`src/design/orbPkg.sv`:
```
package orbPkg;

	// Input byte and the 12-bit word stored in the frame.
	typedef logic [7:0] orbByte_t;
	typedef logic [11:0] orbWord_t;

	// Frame memory address, packet number in the upper six bits.
	typedef logic [10:0] orbAddr_t;
	typedef logic [5:0] orbPacket_t;

	typedef logic [3:0] orbSlotIdx_t;  // Position in the channel slot order.
	typedef logic [4:0] orbWordCnt_t;  // Strobe count inside one packet.

	typedef enum logic [1:0] {
		IDLE,
		SETTLE,
		HOLD
	} orbChanState_t;

	localparam int frameDepth = 2048;
	localparam int packetWords = 32;
	localparam int strobesPerPacket = 17;

	// Settle counter values, counted from the first cycle in SETTLE.
	localparam int settleCycles = 28;
	localparam int settleEnd = 32;

	// Slot order within a packet.
	// Index 0..7 walks 0,4,..,28 and index 8..15 walks 2,6,..,30.
	// Parity picks the even or the odd half of the packet.
	function automatic logic [4:0] orbSlot(
		input logic parity,
		input orbSlotIdx_t index
	);
		logic [4:0] slot;
		if (index < 4'd8) begin
			slot = {index[2:0], 2'b00};
		end else begin
			slot = {index[2:0], 2'b10};
		end
		slot[0] = parity;
		return slot;
	endfunction

endpackage

```
`src/design/orbChannel.sv`:
```
`timescale 1ns/1ps

module orbChannel #(
	parameter bit parity = 1'b0,   // 0 for even slots, 1 for odd.
	parameter int dataWords = 16   // Data strobes per packet.
) (
	input logic clk,
	input logic rst,
	input orbPkg::orbByte_t data,
	input logic strobe,
	input logic resync,
	output orbPkg::orbWord_t wrWord,
	output orbPkg::orbAddr_t wrAddr,
	output logic wrEn
);

	logic [1:0] strobeSync;
	logic strobeHi;

	orbPkg::orbChanState_t state;
	orbPkg::orbWordCnt_t wordCnt;
	orbPkg::orbPacket_t packetCnt;
	orbPkg::orbSlotIdx_t slotIdx;

	logic [5:0] settleCnt;
	logic [5:0] settleNext;

	logic strobeTake;
	logic dataStrobe;
	logic lastStrobe;
	logic slotWrap;

	// Two flop synchronizer on the strobe level.
	always_ff @(posedge clk or negedge rst) begin
		if (!rst) begin
			strobeSync <= 2'b00;
		end else begin
			strobeSync <= {strobeSync[0], strobe};
		end
	end

	assign strobeHi = strobeSync[1];

	// A strobe only counts once per high phase, when the FSM is idle.
	assign strobeTake = (state == orbPkg::IDLE) && strobeHi;

	assign dataStrobe = wordCnt < orbPkg::orbWordCnt_t'(dataWords);
	assign lastStrobe = wordCnt == orbPkg::orbWordCnt_t'(orbPkg::strobesPerPacket - 1);
	assign slotWrap = slotIdx == orbPkg::orbSlotIdx_t'(dataWords - 1);

	assign settleNext = settleCnt + 6'd1;

	// Word, packet and slot counters.
	always_ff @(posedge clk or negedge rst) begin
		if (!rst) begin
			wordCnt <= '0;
			packetCnt <= '0;
			slotIdx <= '0;
		end else if (resync) begin
			wordCnt <= '0;  // Mode change restarts the frame.
			packetCnt <= '0;
			slotIdx <= '0;
		end else if (strobeTake) begin
			if (lastStrobe) begin
				wordCnt <= '0;
				packetCnt <= packetCnt + 1'b1;  // Wraps after 64 packets.
			end else begin
				wordCnt <= wordCnt + 1'b1;
			end
			if (dataStrobe) begin
				if (slotWrap) begin
					slotIdx <= '0;
				end else begin
					slotIdx <= slotIdx + 1'b1;
				end
			end
		end
	end

	// Word and address are captured on the strobe and held through SETTLE.
	always_ff @(posedge clk) begin
		if (strobeTake && dataStrobe) begin
			wrWord <= orbPkg::orbWord_t'({1'b0, data, 3'b000});
			wrAddr <= orbPkg::orbAddr_t'(packetCnt) * orbPkg::orbAddr_t'(orbPkg::packetWords)
				+ orbPkg::orbAddr_t'(orbPkg::orbSlot(parity, slotIdx));
		end
	end

	// Channel FSM with the delayed write enable.
	always_ff @(posedge clk or negedge rst) begin
		if (!rst) begin
			state <= orbPkg::IDLE;
			settleCnt <= '0;
			wrEn <= 1'b0;
		end else begin
			case (state)
				orbPkg::IDLE: begin
					if (strobeHi) begin
						settleCnt <= '0;
						if (dataStrobe) begin
							state <= orbPkg::SETTLE;
						end else begin
							state <= orbPkg::HOLD;  // Padding strobe, nothing to write.
						end
					end
				end
				orbPkg::SETTLE: begin
					settleCnt <= settleNext;
					if (settleNext == 6'(orbPkg::settleCycles)) begin
						wrEn <= 1'b1;
					end
					if (settleNext == 6'(orbPkg::settleEnd)) begin
						state <= orbPkg::HOLD;
					end
				end
				orbPkg::HOLD: begin
					// Wait for the strobe to go low before the next one.
					if (!strobeHi) begin
						wrEn <= 1'b0;
						state <= orbPkg::IDLE;
					end
				end
				default: begin
					state <= orbPkg::IDLE;
				end
			endcase
		end
	end

	// The write enable may only come up while the settle time runs.
	wrEnRiseInSettle: assert property (
		@(posedge clk) disable iff (!rst)
		$rose(wrEn) |-> state == orbPkg::SETTLE
	) else $error("wrEn rose outside SETTLE");

endmodule

```
`config.mk`:
```
export PLATFORM = sky130hd
export DESIGN_NAME = orbChannel
export DESIGN_NICKNAME = d
export VERILOG_FILES = /design/src/design/orbPkg.sv /design/src/design/orbChannel.sv
export SDC_FILE = /design/constraint.sdc
export NUM_CORES = 1
export LEC_CHECK = 0
export BUFFER_PORTS_ARGS = -buffer_cell sky130_fd_sc_hd__buf_4
export CELL_PAD_IN_SITES_DETAIL_PLACEMENT = 1
export CELL_PAD_IN_SITES_GLOBAL_PLACEMENT = 2
export CORE_MARGIN = 8
export CORE_UTILIZATION = 36
export CTS_BUF_LIST = sky130_fd_sc_hd__clkbuf_16
export CTS_CLUSTER_SIZE = 40
export DETAILED_ROUTE_END_ITERATION = 7
export GPL_ROUTABILITY_DRIVEN = 0
export PLACE_DENSITY = 0.89
export SYNTH_ARGS = -nofsm -noshare
export SYNTH_HDL_FRONTEND = slang
export SYNTH_SLANG_ARGS = --single-unit
```
`constraint.sdc`:
```
create_clock -name clk -period 2.3 [get_ports clk]
set_input_delay 0.23 -clock clk [delete_from_list [all_inputs] [get_ports clk]]
set_output_delay 0.23 -clock clk [all_outputs]
set_load 0.005 [all_outputs]
```
* After elaboration in Yosys (flattened, before gate mapping)
Index checks and enable logic that the tools add are counted. W data, S select, Z words.
Operators by class: muxes and demuxes 22, order comparisons 2, reductions and logical operators 13, equality and inequality tests 10, add/sub/neg operators 5
Operators with widths (count):
- $mux W6 | 4
- $mux W5 | 4
- $mux W4 | 4
- $add A6 B1 Y6 const B | 2
- $pmux W6 S2 | 1
- $add A11 B5 Y11 | 1
- $mux W2 | 5
- $reduce_bool A2 Y1 | 5
- $ne A2 B2 Y1 const B | 4
- $eq A6 B5 Y1 const B | 1
- $eq A6 B6 Y1 const B | 1
- $pmux W2 S3 | 1
- $reduce_and A2 Y1 | 3
- $reduce_and A3 Y1 | 2
- $add A5 B1 Y5 const B | 1
- $eq A5 B5 Y1 const B | 1
- $lt A5 B5 Y1 const B | 1
- $add A4 B1 Y4 const B | 1
- $eq A4 B4 Y1 const B | 1
- $lt A4 B4 Y1 const B | 1
- $eq A2 B1 Y1 const B | 1
- $eq A2 B2 Y1 const B | 1
- $logic_and A1 B1 Y1 | 2
- $logic_not A2 Y1 | 1
- 2 further kinds | 3
Word-level totals: word-level logic and storage cells 61, bits of input ports 12, output and inout bits 24, register bits 45

* Depth between registers and ports, before layout
Gate-level depths: netlist of run 1.
depth after elaboration 5, depth in mapped cells 6, gate-level depth less buffers 6

* Least setup slack after synthesis of run 1
No wires, ideal clock.
path kind reg2reg, start register state[0], end register slotIdx[3], data arrival time 1.984 ns, library setup time 0.078 ns, setup slack 0.238 ns, cell stages (with the launch flop) 6, period minus slack after synthesis 2.062 ns, path buffers 1, required time 2.222 ns, cells stage by stage dfrtp_1 > buf_6 > nor4b_4 > nand2_2 > or3_1 > a21oi_1
Between the ends: word-level cells in the longest chain between the ends 4
RTL lines:
- from (decl) | line orbChannel.sv:20 | orbPkg::orbChanState_t state;
- from (signal assigned) | line orbChannel.sv:92 | state <= orbPkg::IDLE;
- from (signal assigned) | line orbChannel.sv:101 | state <= orbPkg::SETTLE;
- from (signal assigned) | line orbChannel.sv:103 | state <= orbPkg::HOLD;
- $logic_not A2 Y1 | line orbChannel.sv:45 | assign strobeTake = (state == orbPkg::IDLE) && strobeHi;
- $logic_and A1 B1 Y1 | line orbChannel.sv:45
- $reduce_bool A2 Y1 (no line)
- $reduce_and A2 Y1 (no line)
- to (signal assigned) | line orbChannel.sv:74 | slotIdx <= slotIdx + 1'b1;
- to (decl) | line orbChannel.sv:23 | orbPkg::orbSlotIdx_t slotIdx;
Every way passes these cells. A chain may end at the register's enable or synchronous reset.

* Worst setup path in the final report of run 1
start register state[0], end register wordCnt[4]
Between the ends: word-level cells in the longest chain between the ends 3
RTL lines:
- $logic_not A2 Y1 | line orbChannel.sv:45
- $logic_and A1 B1 Y1 | line orbChannel.sv:45
- $reduce_bool A2 Y1 (no line)
- to (signal assigned) | line orbChannel.sv:68 | wordCnt <= wordCnt + 1'b1;
- to (decl) | line orbChannel.sv:21 | orbPkg::orbWordCnt_t wordCnt;
Every way passes these cells.

==> impl_metrics.py, run 1 <==
metrics = {
    "place": {
        "hpwl_um": 2880,
        "placed_cells": 255,
        "postPlaceCellArea_um2": 2190,
        "port_buffers": 30,
    },
    "sta": {
        "hold_viol_final": 0,
        "max_slew_margin": 0.534,
        "fin_crit_ns": 1.75,
        "tightest_slew_ns": 0.692,
        "fin_skew_ns": 0.00734,
        "tns_ns": 0,
        "maxSlewViolCount": 0,
        "rsz0062_at_grt": "no",
        "fmax_mhz": 570,
        "period_share": 0.762,
        "setup_violations": 0,
    },
    "pwr": {
        "power.density_nw_per_um2": 894,
        "vdd_drop_max_mv": 0.287,
        "p_leak_nw": 0.979,
    },
    "clock_tree": {
        "cts_max_level": 2,
        "cts_made_buffers": 5,
        "clk_path_buf_depth": 2,
        "cts.sinks": 44,
        "ctsRootBufferMaster": "clkbuf_16",
        "clkSlewWorstSetupHoldPaths_ns": 0.06,
        "clock_latency_ns": 0.28,
        "cts_tree": "built",
    },
    "synthesis": {
        "yosysSeqAreaShare": 0.623,
        "synth_edf_count": 18,
        "ys.flop_type": "dfrtp_1",
        "synth.distinct_cells": 38,
        "synth_cells": 159,
        "synth_area_um2": 1910,
        "syn-mean-instance-area_um2": 12.0,
        "ys_ff_latch": 44,
        "synthArstFlopShare": 0.591,
        "yosys_warnings": 0,
    },
    "worst_setup_path": {
        "crit_family": "simple AND/OR/NAND/NOR gates",
        "crit_buf_inv": 1,
        "endpoint_kind": "flop",
        "crit_required_ns": 2.49,
        "crit_start": "state[0]$_DFFE_PN0P_",
        "criticalPathCategory": "flop to flop",
        "cp-start-kind": "flop",
        "r2r_start": "state[0]$_DFFE_PN0P_",
        "path_cells": "nor3b_2 -> buf_4 -> nor4b_1 -> a21oi_1 -> o21ai_0",
        "critical-path-max-stage-delay_ns": 0.49,
        "reg2reg_depth": 5,
        "arrival_ns": 1.94,
        "crit_slowest_cell": "dfrtp_1",
        "crit_fanout": 9,
        "path_depth": 5,
    },
    "global_routing": {
        "grt_max_degree": 27,
        "grt_pass1_wl_um": 6770,
        "grt_pass1_vias": 1365,
        "grt_usage": 0.112,
        "antenna_found_initial": 0,
        "overflow": 0,
    },
    "cells_and_area": {
        "finalNetCount": 210,
        "drive_above_1_share": 0.232,
        "stdcell_count": 264,
        "area_growth_pct": 22.1,
        "final_area_um2": 2330,
        "antenna_cells": 0,
    },
    "floorplanning": {
        "ios": 36,
        "coreArea_um2": 5110,
        "die_y_um": 88.9,
        "dieArea_um2": 7900,
        "die_w_um": 88.9,
        "rows": 26,
        "initial_utilization": 0.374,
    },
    "routing": {
        "detail_route.first_pass.iterations": 4,
        "routedWlPerCell_um": 15.4,
        "ant_nets": 0,
        "viasPerCell": 4.87,
        "routed_wl_um": 4070,
        "vias": 1286,
        "drc": 0,
        "met2_length_um": 1990,
        "drtIter0Drc": 39,
        "highest_layer": "met4",
        "drt-met1-wl_um": 1770,
        "wl_met3_um": 233,
    },
    "status": {
        "run_status": "complete, no violations",
    },
    "hold_path": {
        "hp-class": "input pin to flop",
        "hold_depth": 1,
        "hold_start": "strobe",
    },
    "job": {
        "max_cap_viol_count": 0,
    },
}
-- layout by cell type (no fill, tap or decap), types with 5 or more instances in the layout --
cell	n
conb_1	5
dfrtp_1	26
buf_4	32
edfxtp_1	18
nor3_1	5
ha_1	5
inv_1	7
clkbuf_16	5
xor2_1	6
o21ai_0	13
nor2_1	13
nand2_1	13
nand3_1	5
a21oi_1	8
-- synthesized netlist by cell type, types with 5 or more instances --
master	instances	area, um^2
edfxtp_1	18	541
nand3_1	5	25.0
buf_4	6	45.0
dfrtp_1	26	651
xor2_1	6	52.6
nand2_1	13	48.8
nor3_1	5	25.0
a21oi_1	8	40.0
inv_1	7	26.3
nor2_1	13	48.8
ha_1	5	62.6
o21ai_0	13	65.1
-- registers in the layout (all words and copies together), names as in the netlist --
register    count
settleCnt       6
slotIdx         4
packetCnt       6
state           2
wrWord          8
strobeSync      2
wrEn            1
wordCnt         5
wrAddr         10
-- layer usage --
| layer | up-vias | global-route usage |
|---|---|---|
| met1 | 614 | 0.124 |
| met2 | 41 | 0.200 |
| met4 | 0 | 0.0553 |
| li1 | 626 | - |
| met3 | 5 | 0.0186 |
| met5 | - | 0 |
-- power breakdown --
part | internal [W] | switching (W) | total, W
Clock | 0.000394 | 0.000265 | 0.000659
Sequential | 0.000939 | 0.000116 | 0.00106
Combinational | 0.000183 | 0.000191 | 0.000374
Total | 0.00152 | 0.000572 | 0.00209
-- per-stage QoR --
stage | utilization | power [W] | hold WS, ns | worst slack, ns
global route | 0.457 | 0.00221 | 0.0536 | 0.418
CTS | 0.457 | 0.00212 | 0.0524 | 0.564
floorplan | - | 0.00130 | -0.0656 | 0.238
global placement | 0.428 | 0.00143 | 0.161 | 0.710
finish | 0.457 | 0.00209 | 0.0580 | 0.546
detailed placement | 0.428 | 0.00145 | 0.162 | 0.632
-- area by class of cell --
class / instances / area (um^2)
clock buffer: 5 / 125
clock inverter: 3 / 13.8
fill: 568 / 2770
inverter: 7 / 26.3
multi-input combinational: 102 / 641
sequential: 44 / 1190
tap: 70 / 87.6
timing repair buffer: 33 / 250
-- worst paths after layout --
check,to,slack (ns)
worst max-delay path,wordCnt[4]$_DFFE_PN0P_,0.55
worst min-delay path,strobeSync[0]$_DFF_PN0_,0.06
worst max register to register,wordCnt[4]$_DFFE_PN0P_,0.55
worst min register to register,strobeSync[1]$_DFF_PN0_,0.35
max in group asynchronous,packetCnt[4]$_DFFE_PN0P_,1.65
min in group asynchronous,settleCnt[5]$_DFFE_PN0P_,0.40
-- kinds of logic after synthesis --
family | count (synthesis) | synth area share
AO/OA/AOI/OAI | 35 | 0.113
XOR/XNOR | 6 | 0.0275
adder cells (fa/ha/maj) | 5 | 0.0327
buffers and inverters | 17 | 0.0497
flip-flops | 44 | 0.623
multiplexers | 4 | 0.0216
other | 1 | 0.00196
AND/OR/NAND/NOR | 47 | 0.130
-- timing repair --
item	in CTS	in global routing
hold buffers	1	0
setup buffers	0	0
gates resized for setup	0	0
endpoints found under the hold margin	26	0
Note: power is estimated with default switching activity, not from simulation.
==> inputs of run 2 (changes only) <==
- ABC_AREA: unset -> 1
- CORE_UTILIZATION: 36 -> 31
- PLACE_DENSITY: 0.89 -> 0.85
- clock period: 2.3 -> 1.6 ns (I/O delays scaled with it)
==> run 2 against run 1 <==
- hold slack worse by 0.0044 ns
- sequential power is 51% higher
- non-clock buffer count increased by 1
- clock power up 76%
- via count is 7.9% higher
- register-to-register slack lost 0.36 ns
- critical path depth fell by 1
- routed wire length is 2.9% higher
- utilization fell by 5.0 points
- global-route usage fell by 1.4 points
- synthesized cell count increased by 15%
- largest power group unchanged
==> impl_metrics.py, run 2 <==
metrics = {
    "cells_and_area": {
        "final_cell_mix": "nand2_1, buf_4, dfrtp_1",
        "post-route-util": 0.407,
        "drive_above_1_share": 0.215,
        "final_area_um2": 2430,
        "finalNetCount": 239,
        "top_register": "wrAddr",
        "mostFrequentLayoutCell": "nand2_1",
        "largest_register_ffs": 10,
        "antenna_cells": 0,
        "area_growth_pct": 27.0,
        "top_regs": "wrAddr (10), wrWord (8)",
    },
    "hold_path": {
        "hp-class": "input pin to flop",
    },
    "worst_setup_path": {
        "crit_fanout": 13,
        "crit_family": "simple AND/OR/NAND/NOR gates",
        "cp-start-kind": "flop",
        "crit_buf_inv": 2,
        "crit_slowest_cell": "dfrtp_1",
        "endpoint_kind": "flop",
        "crit_required_ns": 1.60,
        "path_cells": "inv_2 -> nand3_1 -> nor2_4 -> buf_12",
        "critical-path-max-stage-delay_ns": 0.41,
        "criticalPathCategory": "flop to flop",
        "arrival_ns": 1.41,
    },
    "synthesis": {
        "syn-mean-instance-area_um2": 10.4,
        "ys.flop_type": "dfrtp_1",
        "synth_commonest_cells": "nand2_1, dfrtp_1, inv_1, nand3_1, edfxtp_1",
        "yosysTopAreaCellShare": 0.341,
        "synthArstFlopShare": 0.591,
        "ys_ff_latch": 44,
        "synthTopCellsByArea": "dfrtp_1, edfxtp_1, nand2_1, nand3_1, inv_1",
        "yosys_warnings": 0,
        "synth_cells": 183,
        "synth_top_cell_by_area": "dfrtp_1",
        "synth_area_um2": 1910,
        "synth.distinct_cells": 26,
        "synth_edf_count": 18,
        "yosysSeqAreaShare": 0.623,
        "yosysMostFrequentCell": "nand2_1",
    },
    "clock_tree": {
        "clock_latency_ns": 0.28,
        "cts.sinks": 44,
        "cts_max_level": 2,
        "cts_tree": "built",
        "clkSlewWorstSetupHoldPaths_ns": 0.06,
        "clk_path_buf_depth": 2,
        "cts_made_buffers": 5,
        "ctsRootBufferMaster": "clkbuf_16",
    },
    "floorplanning": {
        "coreArea_um2": 5960,
        "die_y_um": 94.5,
        "rows": 28,
        "ios": 36,
        "dieArea_um2": 8930,
        "initial_utilization": 0.321,
        "die_w_um": 94.5,
    },
    "global_routing": {
        "overflow": 0,
        "antenna_found_initial": 0,
        "grt_pass1_wl_um": 6870,
        "grt_usage": 0.0977,
        "grt_pass1_vias": 1401,
        "grt_max_degree": 27,
    },
    "place": {
        "postPlaceCellArea_um2": 2230,
        "port_buffers": 30,
        "hpwl_um": 3030,
    },
    "sta": {
        "fmax_mhz": 706,
        "hold_viol_final": 0,
        "fin_crit_ns": 1.42,
        "tns_ns": 0,
        "fin_skew_ns": 0.00327,
        "setup_violations": 0,
        "period_share": 0.885,
        "maxSlewViolCount": 0,
        "rsz0062_at_grt": "no",
    },
    "routing": {
        "vias": 1387,
        "viasPerCell": 4.65,
        "routedWlPerCell_um": 14.1,
        "detail_route.first_pass.iterations": 4,
        "routed_wl_um": 4190,
        "drc": 0,
        "drtIter0Drc": 54,
        "ant_nets": 0,
    },
    "pwr": {
        "power.density_nw_per_um2": 1460,
        "p_leak_nw": 1.08,
        "vdd_drop_max_mv": 0.513,
    },
    "job": {
        "max_cap_viol_count": 0,
    },
    "status": {
        "run_status": "complete, no violations",
    },
}
## run 2: report_power, final
part / internal [W] / switching, W / total [W]
registers: 0.00143 / 0.000175 / 0.00160
logic: 0.000319 / 0.000448 / 0.000767
clock network: 0.000741 / 0.000421 / 0.00116
total: 0.00249 / 0.00104 / 0.00353
## run 2: final timing paths
path                                          from                 endpoint  slack, ns  cells past startpoint
hold / removal                             data[3]      wrWord[6]$_DFFE_PP_       0.05                      1
hold reg to reg            strobeSync[0]$_DFF_PN0_  strobeSync[1]$_DFF_PN0_       0.35                      0
setup / recovery              state[0]$_DFFE_PN0P_      wrAddr[3]$_DFFE_PP_       0.18                      4
setup reg to reg              state[0]$_DFFE_PN0P_      wrAddr[3]$_DFFE_PP_       0.18                      4
max in group asynchronous                      rst   slotIdx[1]$_DFFE_PN0P_       1.02                      2
min in group asynchronous                      rst  strobeSync[0]$_DFF_PN0_       0.32                      2
## run 2: worst register-to-register path: cells and delay by family (launching register included)
kind                   cells  cell delay [ns]
AND/OR/NAND/NOR            2             0.44
flip-flops                 1             0.41
buffers and inverters      2             0.28
## run 2: cells by family after synthesis
group / after synthesis / share of synthesized area
fa+ha+maj: 5 / 0.0327
flops: 44 / 0.623
mux: 1 / 0.00524
other cells: 1 / 0.00196
compound gates: 25 / 0.0740
xor+xnor: 5 / 0.0229
buf+inv: 29 / 0.0675
simple gates: 73 / 0.172
## run 2: metal layers
layer | part of all wire | track usage
met5 | 0 | 0
met1 | 0.42 | 0.114
met4 | 0.0095 | 0.0390
met3 | 0.044 | 0.0206
met2 | 0.52 | 0.171
## run 2: metrics by stage
stage                     power [W]  hold slack, ns  instances  setup slack, ns
after floorplan             0.00202          -0.136        187            0.209
after global placement      0.00236          0.0956        288            0.249
after detailed placement    0.00238          0.0959        288            0.219
after CTS                   0.00359          0.0463        298            0.170
after global routing        0.00373          0.0419        298           0.0514
final                       0.00353          0.0535        298            0.183
## run 2: repair_timing
action                     in CTS  in global routing
hold endpoints to repair       27                  0
gates resized for setup         0                  0
hold buffers                    2                  0
setup endpoints to repair       0                  0
buffers inserted                0                  0
## run 2: area by class of cell
cell class / count / area, um^2
Inverter: 23 / 86.3
Timing Repair Buffer: 34 / 273
Clock buffer: 5 / 125
Clock inverter: 3 / 46.3
Fill cell: 681 / 3530
Multi-Input combinational cell: 114 / 611
Tap cell: 75 / 93.8
Sequential cell: 44 / 1190
==> inputs of run 3 (changes only) <==
- PLACE_DENSITY: 0.85 -> 0.8
==> run 3 against run 2 <==
- routed wire length decreased by 4.6%
- maximum frequency rose by 3.6%
- die area stayed put
- non-clock buffer count unchanged
- setup slack improved by 0.049 ns
- power shrank 0.40%
- via count down 2.3%
- cell count did not move
- largest power group unchanged
- highest routed layer unchanged
==> impl_metrics.py, run 3 (same netlist as run 2, synthesis figures left out) <==
metrics = {
    "status": {
        "run_status": "complete, no violations",
    },
    "cells_and_area": {
        "top_regs": "wrAddr (10), wrWord (8)",
        "final_cell_mix": "nand2_1, buf_4, dfrtp_1",
        "seq_area_um2": 1190,
        "area_growth_pct": 27.0,
        "drive_above_1_share": 0.215,
        "largest_register_ffs": 10,
        "mostFrequentLayoutCell": "nand2_1",
        "fill_cells": 690,
        "multi_input_area_um2": 611,
        "top_register": "wrAddr",
        "finalNetCount": 239,
        "antenna_cells": 0,
    },
    "global_routing": {
        "grt_usage": 0.0974,
        "grt_max_degree": 27,
        "grt.busiest_layer": "met2",
        "overflow": 0,
        "met1_usage": 0.114,
        "use_met2": 0.161,
        "met3_usage": 0.0246,
        "antenna_found_initial": 0,
        "grt_pass1_wl_um": 6810,
        "grt_pass1_vias": 1433,
    },
    "job": {
        "max_cap_viol_count": 0,
    },
    "pwr": {
        "intPower_w": 0.00249,
        "p_clk_frac": 0.335,
        "combPwrFrac": 0.212,
        "sw_frac_of_total": 0.293,
        "netSwitchingPower_w": 0.00103,
        "p_leak_nw": 1.08,
        "vdd_drop_max_mv": 0.575,
        "p_seq_frac": 0.453,
        "power.density_nw_per_um2": 1450,
    },
    "worst_setup_path": {
        "arrival_ns": 1.60,
        "criticalPathCategory": "flop to flop",
        "crit_required_ns": 1.83,
        "cp-start-kind": "flop",
        "crit_fanout": 22,
        "endpoint_kind": "flop",
    },
    "floorplanning": {
        "rows": 28,
        "dieArea_um2": 8930,
        "coreArea_um2": 5960,
        "die_y_um": 94.5,
        "initial_utilization": 0.321,
        "die_w_um": 94.5,
        "ios": 36,
    },
    "clock_tree": {
        "clk_path_buf_depth": 2,
        "ctsRootBufferMaster": "clkbuf_16",
        "cts_max_level": 2,
        "clkSlewWorstSetupHoldPaths_ns": 0.07,
        "cts.sinks": 44,
        "cts_made_buffers": 5,
        "clock_latency_ns": 0.29,
        "cts_tree": "built",
        "cts-resized-gates": 0,
    },
    "sta": {
        "rsz0062_at_grt": "no",
        "setup_violations": 0,
        "maxSlewViolCount": 0,
        "hold_viol_final": 0,
        "worst_slack_ns": 0.232,
        "period_share": 0.855,
        "fmax_mhz": 731,
        "tns_ns": 0,
        "fin_skew_ns": 0.00819,
        "fin_crit_ns": 1.37,
    },
    "place": {
        "port_buffers": 30,
        "pre_cts_slack_ns": 0.238,
        "hpwl_um": 2980,
    },
    "routing": {
        "ant_nets": 0,
        "drtIter0Drc": 55,
        "routed_wl_um": 4000,
        "vias": 1355,
        "viasPerCell": 4.55,
        "routedWlPerCell_um": 13.4,
        "drc": 0,
        "detail_route.first_pass.iterations": 4,
    },
    "hold_path": {
        "hp-class": "input pin to flop",
    },
}
[run 3: cell counts in the layout (fill, tap and decap cells not counted)]
No cell type changed its count.
[run 3: cell type report]
type	count	area share
Multi-Input combinational cell	114	0.252
Inverter	23	0.0356
Sequential cell	44	0.491
Clock buffer	5	0.0516
Timing Repair Buffer	34	0.112
Tap cell	75	0.0387
Clock inverter	3	0.0191
[run 3: metrics by stage]
step	total power, W	cells	utilization	hold WS [ns]	instance area [um^2]
5_1_grt	0.00373	298	0.407	0.0337	2430
4_1_cts	0.00357	298	0.407	0.0390	2430
3_3_place_gp	0.00236	288	0.375	0.102	2230
3_5_place_dp	0.00238	288	0.375	0.105	2230
2_1_floorplan	0.00202	187	-	-0.136	1930
6_report	0.00352	298	0.407	0.0430	2430
[run 3: path summary, 6_finish.rpt]
check / start / cells after the start / end / slack, ns
hold reg to reg: strobeSync[0]$_DFF_PN0_ / 0 / strobeSync[1]$_DFF_PN0_ / 0.35
setup reg to reg: state[0]$_DFFE_PN0P_ / 7 / slotIdx[2]$_DFFE_PN0P_ / 0.23
setup / recovery: state[0]$_DFFE_PN0P_ / 7 / slotIdx[2]$_DFFE_PN0P_ / 0.23
max in group asynchronous: rst / 2 / state[1]$_DFFE_PN0P_ / 1.02
min in group asynchronous: rst / 2 / wordCnt[0]$_DFFE_PN0P_ / 0.32
hold / removal: data[7] / 1 / wrWord[10]$_DFFE_PP_ / 0.04
[run 3: what timing repair did]
action	in CTS	in global routing
setup endpoints to repair	0	0
hold endpoints to repair	27	0
buffers inserted	0	0
hold buffers	2	0
[run 3: power groups by stage]
| stage | registers, W | logic (W) | clock network (W) |
|---|---|---|---|
| floorplan | 0.00159 | 0.000433 | 0 |
| global placement | 0.00161 | 0.000756 | 0 |
| detailed placement | 0.00161 | 0.000767 | 0 |
| CTS | 0.00160 | 0.000773 | 0.00120 |
| global route | 0.00163 | 0.000853 | 0.00125 |
| finish | 0.00159 | 0.000747 | 0.00118 |
[run 3: routing by layer]
metal | up-vias | part of all wire
met5 | - | 0
met4 | 0 | 0.021
met3 | 6 | 0.042
met2 | 24 | 0.51
met1 | 647 | 0.43
li1 | 678 | -
[run 3: worst max-delay path, cell delays in order (launching register included)]
cell and delay, ns:
dfrtp_1 0.41, inv_2 0.08, nand3_1 0.14, nor2_4 0.14, buf_12 0.17, nand2_1 0.09
a21oi_1 0.15, o21a_1 0.13
